==> config.mk <==
export PLATFORM = sky130hd
export DESIGN_NAME = bus_unit_top
export DESIGN_NICKNAME = d
export VERILOG_FILES = /design/src/rtl/bus_pkg.sv /design/src/rtl/bus_stage_reg.sv /design/src/rtl/bus_tstate_seq.sv /design/src/rtl/bus_strobe_gen.sv /design/src/rtl/bus_unit_top.sv
export SDC_FILE = /design/constraint.sdc
export NUM_CORES = 1
export LEC_CHECK = 0
export BUFFER_PORTS_ARGS = -buffer_cell sky130_fd_sc_hd__buf_2
export CORE_MARGIN = 5
export CORE_UTILIZATION = 58
export DETAILED_ROUTE_END_ITERATION = 6
export MAX_ROUTING_LAYER = met4
export PLACE_DENSITY = 0.95
export SLEW_MARGIN = 20
export SYNTH_ARGS = -nofsm -noshare
export SYNTH_HDL_FRONTEND = slang
export SYNTH_SLANG_ARGS = --single-unit
==> constraint.sdc <==
create_clock -name clk -period 4.5 [get_ports clk]
set_input_delay 0.225 -clock clk [delete_from_list [all_inputs] [get_ports clk]]
set_output_delay 0.225 -clock clk [all_outputs]
set_load 0.01 [all_outputs]
==> src/rtl/bus_pkg.sv <==
// Shared cycle kinds, request and response structs and bus timing constants for the bus unit
`default_nettype none

package bus_pkg;

  // Machine cycle kinds that the request port accepts
  typedef enum logic [2:0] {
    kind_fetch,
    kind_mem_rd,
    kind_mem_wr,
    kind_io_rd,
    kind_io_wr,
    kind_inta
  } bus_kind_e;

  // One bus operation as issued by the master
  // Address and write data are ignored where the kind does not need them
  typedef struct packed {
    bus_kind_e   kind;
    logic [15:0] addr;
    logic [7:0]  wdata;
  } bus_req_t;

  // Result of one bus operation, returned in request order
  // A write cycle returns zero in rdata
  typedef struct packed {
    bus_kind_e  kind;
    logic [7:0] rdata;
  } bus_rsp_t;

  // T-state of the machine cycle in progress
  // Tw may repeat, T4 only exists for an opcode fetch
  typedef enum logic [2:0] {
    ts_idle,
    ts_t1,
    ts_t2,
    ts_tw,
    ts_t3,
    ts_t4
  } tstate_e;

  // Wait states inserted ahead of wait_n sampling on I/O and INTA cycles
  localparam int io_auto_waits = 1;

  // Width of the refresh counter that forms the low refresh address bits
  localparam int refresh_bits = 7;

endpackage

`default_nettype wire

==> src/rtl/bus_stage_reg.sv <==
// One-entry valid/ready holding register, instantiated for the request and the response payload
`default_nettype none

module bus_stage_reg #(
  parameter type payload_t = logic [7:0]
) (
  input  wire logic clk,
  input  wire logic reset_n,
  input  wire logic in_valid,
  output logic      in_ready,
  input  payload_t  in_data,
  output logic      out_valid,
  input  wire logic out_ready,
  output payload_t  out_data
);

  // Entry occupancy flag
  logic     full;
  // Goes high one clock after reset is released and keeps the stage closed until then
  logic     started;
  // Held payload
  payload_t data_q;

  // The stage can take a new item when it is empty or is being drained on the same edge
  assign in_ready  = started && (!full || out_ready);
  assign out_valid = full;
  assign out_data  = data_q;

  always_ff @(posedge clk)
  begin
    if (!reset_n)
    begin
      started <= 1'b0;
      full    <= 1'b0;
    end
    else
    begin
      started <= 1'b1;
      // A load wins over a drain, so a pass-through edge keeps the entry full
      if (in_valid && in_ready)
        full <= 1'b1;
      else if (out_ready)
        full <= 1'b0;
    end
  end

  // Payload only moves on an accepted transfer
  always_ff @(posedge clk)
  begin
    if (in_valid && in_ready)
      data_q <= in_data;
  end

  // Under back-pressure the consumer must see the same item on the next edge
  a_hold_stable : assert property (
    @(posedge clk) disable iff (!reset_n)
    (out_valid && !out_ready) |=> (out_valid && $stable(out_data))
  );

endmodule

`default_nettype wire

==> src/rtl/bus_tstate_seq.sv <==
// Machine-cycle sequencer that walks T-states, inserts waits and drives address, data and response
`default_nettype none

module bus_tstate_seq import bus_pkg::*; (
  input  wire logic        clk,
  input  wire logic        reset_n,
  input  wire logic        cur_valid,
  output logic             cur_ready,
  input  bus_req_t         cur_req,
  input  wire logic        wait_n,
  input  wire logic [7:0]  read_data,
  output logic             rsp_valid,
  input  wire logic        rsp_ready,
  output bus_rsp_t         rsp,
  output bus_kind_e        kind,
  output tstate_e          tstate,
  output logic             cycle_done,
  output logic [15:0]      addr,
  output logic [7:0]       dout
);

  // Request being executed on the bus
  bus_req_t                 req_q;
  // Forced I/O waits still to be inserted
  logic [1:0]               forced_cnt;
  // Refresh counter, advanced once per opcode fetch
  logic [refresh_bits-1:0]  rfsh_cnt;
  logic                     accept;
  logic                     new_is_io;
  logic                     is_write;
  logic                     refresh_sel;
  logic [15:0]              refresh_addr;

  // A cycle starts only from idle and only if its response will have a place to go
  assign cur_ready = (tstate == ts_idle) && rsp_ready;
  assign accept    = cur_valid && cur_ready;

  // I/O and interrupt acknowledge cycles get the automatic wait states
  assign new_is_io = (cur_req.kind == kind_io_rd) || (cur_req.kind == kind_io_wr) ||
                     (cur_req.kind == kind_inta);

  assign kind     = req_q.kind;
  assign is_write = (req_q.kind == kind_mem_wr) || (req_q.kind == kind_io_wr);

  // Fetches end in T4, every other kind ends in T3
  assign cycle_done = (tstate == ts_t4) ||
                      ((tstate == ts_t3) && (req_q.kind != kind_fetch));

  // The refresh address has a zero high byte and a zero bit 7
  assign refresh_sel  = (req_q.kind == kind_fetch) && ((tstate == ts_t3) || (tstate == ts_t4));
  assign refresh_addr = {{(16 - refresh_bits){1'b0}}, rfsh_cnt};

  // The response is offered in the last T-state and taken by the response stage on that edge
  assign rsp_valid  = cycle_done;
  assign rsp.kind   = req_q.kind;
  assign rsp.rdata  = is_write ? 8'h00 : read_data;

  always_ff @(posedge clk)
  begin
    if (accept)
      req_q <= cur_req;
  end

  // T-state walk
  always_ff @(posedge clk)
  begin
    if (!reset_n)
    begin
      tstate     <= ts_idle;
      forced_cnt <= 2'd0;
    end
    else
    begin
      case (tstate)
        ts_idle:
        begin
          if (accept)
          begin
            tstate     <= ts_t1;
            forced_cnt <= new_is_io ? 2'(io_auto_waits) : 2'd0;
          end
        end
        ts_t1:
          tstate <= ts_t2;
        ts_t2, ts_tw:
        begin
          // Forced waits come first and ignore wait_n
          if (forced_cnt != 2'd0)
          begin
            tstate     <= ts_tw;
            forced_cnt <= forced_cnt - 2'd1;
          end
          else if (!wait_n)
            tstate <= ts_tw;
          else
            tstate <= ts_t3;
        end
        ts_t3:
          tstate <= (req_q.kind == kind_fetch) ? ts_t4 : ts_idle;
        default:
          tstate <= ts_idle;
      endcase
    end
  end

  // Refresh count moves on once the fetch has finished its T4
  always_ff @(posedge clk)
  begin
    if (!reset_n)
      rfsh_cnt <= '0;
    else if ((tstate == ts_t4) && (req_q.kind == kind_fetch))
      rfsh_cnt <= rfsh_cnt + 1'b1;
  end

  // Address is registered from the decoded T-state, so it lines up with the strobes
  // It keeps its last value while idle
  always_ff @(posedge clk)
  begin
    if (!reset_n)
      addr <= 16'h0000;
    else if (refresh_sel)
      addr <= refresh_addr;
    else if (tstate != ts_idle)
      addr <= req_q.addr;
  end

  // Write data is placed on the bus from T1 and held until the next cycle
  always_ff @(posedge clk)
  begin
    if (tstate == ts_t1)
      dout <= req_q.wdata;
  end

  // Leaving idle always goes with an accepted request
  a_start_on_accept : assert property (
    @(posedge clk) disable iff (!reset_n)
    ((tstate == ts_idle) && !accept) |=> (tstate == ts_idle)
  );

  // The response stage must have room whenever a cycle completes
  a_rsp_room : assert property (
    @(posedge clk) disable iff (!reset_n)
    rsp_valid |-> rsp_ready
  );

endmodule

`default_nettype wire

==> src/rtl/bus_strobe_gen.sv <==
// Registered active-low bus strobe decoder and read data latch, driven by the T-state sequencer
`default_nettype none

module bus_strobe_gen import bus_pkg::*; (
  input  wire logic        clk,
  input  wire logic        reset_n,
  input  bus_kind_e        kind,
  input  tstate_e          tstate,
  input  wire logic        cycle_done,
  input  wire logic        wait_n,
  input  wire logic [7:0]  din,
  output logic             m1_n,
  output logic             mreq_n,
  output logic             iorq_n,
  output logic             rd_n,
  output logic             wr_n,
  output logic             rfsh_n,
  output logic [7:0]       read_data
);

  // Active-high decode of each strobe for the next clock
  logic m1_d;
  logic mreq_d;
  logic iorq_d;
  logic rd_d;
  logic wr_d;
  logic rfsh_d;
  // T1 up to the last wait state
  logic access_phase;
  // T2 and wait states only
  logic data_phase;
  // T3 and the closing T4 of a fetch
  logic refresh_phase;

  assign access_phase  = (tstate == ts_t1) || (tstate == ts_t2) || (tstate == ts_tw);
  assign data_phase    = (tstate == ts_t2) || (tstate == ts_tw);
  // For a fetch the cycle ends in T4, so cycle_done marks the second refresh state
  assign refresh_phase = (kind == kind_fetch) && ((tstate == ts_t3) || cycle_done);

  always_comb
  begin
    m1_d   = 1'b0;
    mreq_d = 1'b0;
    iorq_d = 1'b0;
    rd_d   = 1'b0;
    wr_d   = 1'b0;
    rfsh_d = 1'b0;
    if (access_phase)
    begin
      case (kind)
        kind_fetch:
        begin
          m1_d   = 1'b1;
          mreq_d = 1'b1;
          rd_d   = 1'b1;
        end
        kind_mem_rd:
        begin
          mreq_d = 1'b1;
          rd_d   = 1'b1;
        end
        kind_mem_wr:
        begin
          mreq_d = 1'b1;
          // Write strobe only in T2 and waits, address and data are already settled
          wr_d   = data_phase;
        end
        kind_io_rd:
        begin
          iorq_d = 1'b1;
          rd_d   = 1'b1;
        end
        kind_io_wr:
        begin
          iorq_d = 1'b1;
          wr_d   = data_phase;
        end
        kind_inta:
        begin
          // M1 marks the acknowledge, iorq_n reaches the bus with the forced wait
          m1_d   = 1'b1;
          iorq_d = data_phase;
        end
        default:
        begin
          m1_d = 1'b0;
        end
      endcase
    end
    // Refresh keeps mreq_n low while the refresh address is out, rd_n goes high
    if (refresh_phase)
    begin
      mreq_d = 1'b1;
      rfsh_d = 1'b1;
    end
  end

  // Strobes are one clock behind the decoded T-state and all high after reset
  always_ff @(posedge clk)
  begin
    if (!reset_n)
    begin
      m1_n   <= 1'b1;
      mreq_n <= 1'b1;
      iorq_n <= 1'b1;
      rd_n   <= 1'b1;
      wr_n   <= 1'b1;
      rfsh_n <= 1'b1;
    end
    else
    begin
      m1_n   <= ~m1_d;
      mreq_n <= ~mreq_d;
      iorq_n <= ~iorq_d;
      rd_n   <= ~rd_d;
      wr_n   <= ~wr_d;
      rfsh_n <= ~rfsh_d;
    end
  end

  // Every T2 or Tw with wait_n high samples din, the last one before T3 is what is kept
  always_ff @(posedge clk)
  begin
    if (data_phase && wait_n)
      read_data <= din;
  end

  a_rd_wr_excl : assert property (
    @(posedge clk) disable iff (!reset_n)
    !(!rd_n && !wr_n)
  );

  a_mreq_iorq_excl : assert property (
    @(posedge clk) disable iff (!reset_n)
    !(!mreq_n && !iorq_n)
  );

  // Refresh is only ever a memory request
  a_rfsh_with_mreq : assert property (
    @(posedge clk) disable iff (!reset_n)
    !rfsh_n |-> !mreq_n
  );

endmodule

`default_nettype wire

==> src/rtl/bus_unit_top.sv <==
// Bus unit top level that joins the request stage, sequencer, strobe decoder and response stage
`default_nettype none

module bus_unit_top import bus_pkg::*; (
  input  wire logic        clk,
  input  wire logic        reset_n,
  input  wire logic        req_valid,
  output logic             req_ready,
  input  bus_req_t         req,
  output logic             rsp_valid,
  input  wire logic        rsp_ready,
  output bus_rsp_t         rsp,
  output logic [15:0]      addr,
  output logic [7:0]       dout,
  input  wire logic [7:0]  din,
  input  wire logic        wait_n,
  output logic             m1_n,
  output logic             mreq_n,
  output logic             iorq_n,
  output logic             rd_n,
  output logic             wr_n,
  output logic             rfsh_n
);

  // Request stage to sequencer
  logic       cur_valid;
  logic       cur_ready;
  bus_req_t   cur_req;
  // Sequencer to response stage
  logic       seq_rsp_valid;
  logic       seq_rsp_ready;
  bus_rsp_t   seq_rsp;
  // Sequencer to strobe decoder
  bus_kind_e  kind;
  tstate_e    tstate;
  logic       cycle_done;
  // Latched read byte back to the sequencer
  logic [7:0] read_data;

  bus_stage_reg #(
    .payload_t (bus_req_t)
  ) req_stage_inst (
    .clk       (clk),
    .reset_n   (reset_n),
    .in_valid  (req_valid),
    .in_ready  (req_ready),
    .in_data   (req),
    .out_valid (cur_valid),
    .out_ready (cur_ready),
    .out_data  (cur_req)
  );

  bus_tstate_seq seq_inst (
    .clk        (clk),
    .reset_n    (reset_n),
    .cur_valid  (cur_valid),
    .cur_ready  (cur_ready),
    .cur_req    (cur_req),
    .wait_n     (wait_n),
    .read_data  (read_data),
    .rsp_valid  (seq_rsp_valid),
    .rsp_ready  (seq_rsp_ready),
    .rsp        (seq_rsp),
    .kind       (kind),
    .tstate     (tstate),
    .cycle_done (cycle_done),
    .addr       (addr),
    .dout       (dout)
  );

  bus_strobe_gen strobe_inst (
    .clk        (clk),
    .reset_n    (reset_n),
    .kind       (kind),
    .tstate     (tstate),
    .cycle_done (cycle_done),
    .wait_n     (wait_n),
    .din        (din),
    .m1_n       (m1_n),
    .mreq_n     (mreq_n),
    .iorq_n     (iorq_n),
    .rd_n       (rd_n),
    .wr_n       (wr_n),
    .rfsh_n     (rfsh_n),
    .read_data  (read_data)
  );

  // The response stage ready also gates new cycles in the sequencer
  bus_stage_reg #(
    .payload_t (bus_rsp_t)
  ) rsp_stage_inst (
    .clk       (clk),
    .reset_n   (reset_n),
    .in_valid  (seq_rsp_valid),
    .in_ready  (seq_rsp_ready),
    .in_data   (seq_rsp),
    .out_valid (rsp_valid),
    .out_ready (rsp_ready),
    .out_data  (rsp)
  );

endmodule

`default_nettype wire

==> results by group <==
Run status
  • Outcome: completed

GRT
  • Gr busiest metal: met2
  • GR Util met2: 44.6%
  • GR Util All Layers: 25.6%
  • Met1 GRT Util: 25.2%
  • Vias in the first global route: 2952
  • Largest net degree at the start of global routing: 31
  • Routing usage on met3: 6.19%
  • Overflow after GRT: 0
  • Antenna violations before repair: 2
  • First-pass GRT wire length: 15.5 mm

Yosys
  • Post-synth EDFFs: 81
  • Synth top area share: 60.2%
  • Post-Syn Instances: 271
  • Synth async-reset ratio: 0%
  • Top cells by area, synth: edfxtp_1 60%, dfxtp_1 18%, a21oi_1 3.2%, nand2_1 2.7%, mux2i_1 2.2%
  • Synth Cell Area: 4040 sq um
  • Flops & latches, synth: 118
  • Sequential cell area fraction in the yosys report: 78.6%
  • Post-synth top area cell: edfxtp_1
  • Ys flop type: edfxtp_1
  • Post-synth net total: 313
  • Unique masters post-synth: 36
  • Yosys warns: 0
  • Post-Syn Area per Cell: 14.9 sq um

Clock network
  • Root Buffer: clkbuf_8
  • Inserted Clock Buffers: 17
  • Clk buf depth: 2
  • CTS tree: done
  • H-tree lvl count: 4
  • Clock sink count: 118
  • Worst skew pair latency: 0.52 ns
  • Worst-path clk slew: 0.06 ns
  • Post-CTS Setup Bufs: 0

Timing
  • Hold Vio Cnt, Final: 0
  • RSZ-0062 raised after global routing: no
  • Setup-failing EPs final: 0
  • Slew @ Worst Pin: 0.758 ns
  • Fmax: 388 MHz
  • Setup Skew: 0.0101 ns
  • Hold WS: 0.0493 ns
  • Min setup slack post-route: 1.92 ns
  • Fin crit share: 57.3%
  • Final min period: 2.58 ns
  • Max Slew Vio Count: 0
  • TNS Setup: 0 ns
  • Slew Limit Headroom: 49.3%

Cells and area
  • Post-layout net count: 445
  • Fraction of layout cells with a size suffix above 1: 29.3%
  • Reg area: 3170 sq um
  • Area delta synth->final: 37.7%
  • Commonest non-fill, non-tap cell in the layout: buf_2
  • Fillers: 340
  • Commonest non-fill, non-tap cells in the layout: 82 x buf_2, 81 x edfxtp_1, 37 x dfxtp_1, 36 x dlygate4sd3_1, 29 x nand2_1
  • Footprint of the multi-input gates: 830 sq um
  • Util after Layout: 81.9%

Floorplanning
  • Chip height: 93.4 um
  • Initial Utilization: 59.4%
  • Core Footprint: 6790 sq um
  • Die Area: 8730 sq um
  • Die width: 93.4 um
  • # rows: 30
  • Top Ports: 83

Drt
  • Drc violations: 0
  • Vias per cell: 5.46
  • DR iter-0 viols: 380
  • Pre-antenna DRT Iters: 5
  • Detailed-route via count: 2807
  • Routed WL: 10.2 mm
  • DR WL/cell: 19.8 um
  • Antenna-violating nets left: 0

Pwr
  • Max IR drop VDD: 354 uV
  • Power Density: 492 nW/um^2
  • Leak: 0.00217 uW

Setup path
  • Worst r2r path cells: 4
  • Worst Path Arrival: 2.78 ns
  • Worst-path maximum fanout: 16
  • Req. time, crit path: 4.71 ns
  • CP Class: flop to flop
  • Worst Setup Start Kind: flop
  • RR Endpoint: req_stage_inst.out_data[13]$_DFFE_PP_
  • Crit end category: flop
  • Reg2reg start: seq_inst.tstate[0]$_SDFFE_PN0P_
  • Reg2reg setup slack: 1.92 ns

Min path
  • HP Class: primary input to flop
  • Hold endpoint: req_stage_inst.out_valid$_SDFFE_PN0P_
  • Hold Path Stages: 3
  • Hold_sp: req_valid

Job
  • Maxcap violations: 0

Placed design
  • DP Wirelength: 5.23 mm
  • Gpl congestion: 0.792
  • Port bufs: 82
  • Pre-CTS WS: 1.54 ns
## kinds of logic (layout without fill, tap and decap cells)
| logic type | count (synthesis) | count (layout) | synth area share, % |
|---|---|---|---|
| fa+ha+maj | 2 | 2 | 0.620 |
| other cells | 0 | 2 | 0 |
| xor+xnor | 5 | 5 | 1.08 |
| flops | 118 | 118 | 78.6 |
| simple gates | 76 | 76 | 9.58 |
| compound gates | 48 | 48 | 6.66 |
| mux | 9 | 9 | 2.23 |
| buf+inv | 13 | 158 | 1.24 |
## synthesized netlist by cell type (2+ instances only)
cell type	count
nor2_1	12
nand2_1	29
mux2i_1	9
nor2b_1	9
xor2_1	2
edfxtp_1	81
a21oi_1	26
clkbuf_1	5
nand2b_1	2
o21ai_0	13
inv_1	7
dfxtp_1	37
or3_1	5
a2bb2oi_1	2
a211oi_1	2
xnor2_1	3
and2_1	2
nor3_1	2
nand3_1	5
ha_1	2
## final cells by class
class	instances	share of cell area (%)
antenna	2	0.0900
clock buffer	18	7.69
clock inverter	14	3.62
inverter	7	0.472
multi-input combinational	140	14.9
sequential	118	57.1
tap	96	2.16
timing repair buffer	119	14.0
## stage by stage
step / cells / power, uW / area [sq um]
floorplan: 271 / 1260 / 4040
global placement: 444 / 1290 / 4560
detailed placement: 444 / 1300 / 4560
CTS: 512 / 2720 / 5550
global route: 514 / 2810 / 5560
finish: 514 / 2730 / 5560
## per-layer routing
metal / vias up / routed length, um
met5: - / 0
met4: 0 / 654
met3: 46 / 806
met2: 188 / 5470
met1: 1310 / 3250
li1: 1263 / -
## timing repair
item	CTS	global route
hold endpoints to repair	36	0
gates resized for setup	0	0
hold buffers	36	0
## registers in the layout, summed over array words and instances (netlist names), 2 cells and up
name and flops:
req_stage_inst.out_data 27, seq_inst.req_q 24, seq_inst.addr 16, rsp_stage_inst.out_data 11, seq_inst.dout 8, strobe_inst.read_data 8, seq_inst.rfsh_cnt 7, seq_inst.kind 3
seq_inst.tstate 3, seq_inst.forced_cnt 2
## worst max-delay path by stage
stage / startpoint / to / cells past startpoint
2_1_floorplan: seq_inst.tstate[0]$_SDFFE_PN0P_ / req_stage_inst.out_data[0]$_DFFE_PP_ / 4
3_3_place_gp: seq_inst.tstate[0]$_SDFFE_PN0P_ / seq_inst.forced_cnt[0]$_SDFFE_PN0P_ / 4
3_5_place_dp: seq_inst.tstate[0]$_SDFFE_PN0P_ / seq_inst.forced_cnt[0]$_SDFFE_PN0P_ / 4
4_1_cts: seq_inst.tstate[0]$_SDFFE_PN0P_ / seq_inst.forced_cnt[0]$_SDFFE_PN0P_ / 4
5_1_grt: seq_inst.tstate[0]$_SDFFE_PN0P_ / req_stage_inst.out_data[9]$_DFFE_PP_ / 4
6_report: seq_inst.tstate[0]$_SDFFE_PN0P_ / req_stage_inst.out_data[13]$_DFFE_PP_ / 4
## power breakdown
part,switching [uW],internal [uW]
clock,505,919
combinational,55.6,49.7
sequential,16.2,1190
## critical path, stage by stage (launching register included)
cell     delay [ns]
dfxtp_1        0.39
nor3_2         0.65
nand3_1        0.24
a21oi_2        0.63
buf_4          0.36
(Power assumes the default switching activity.)
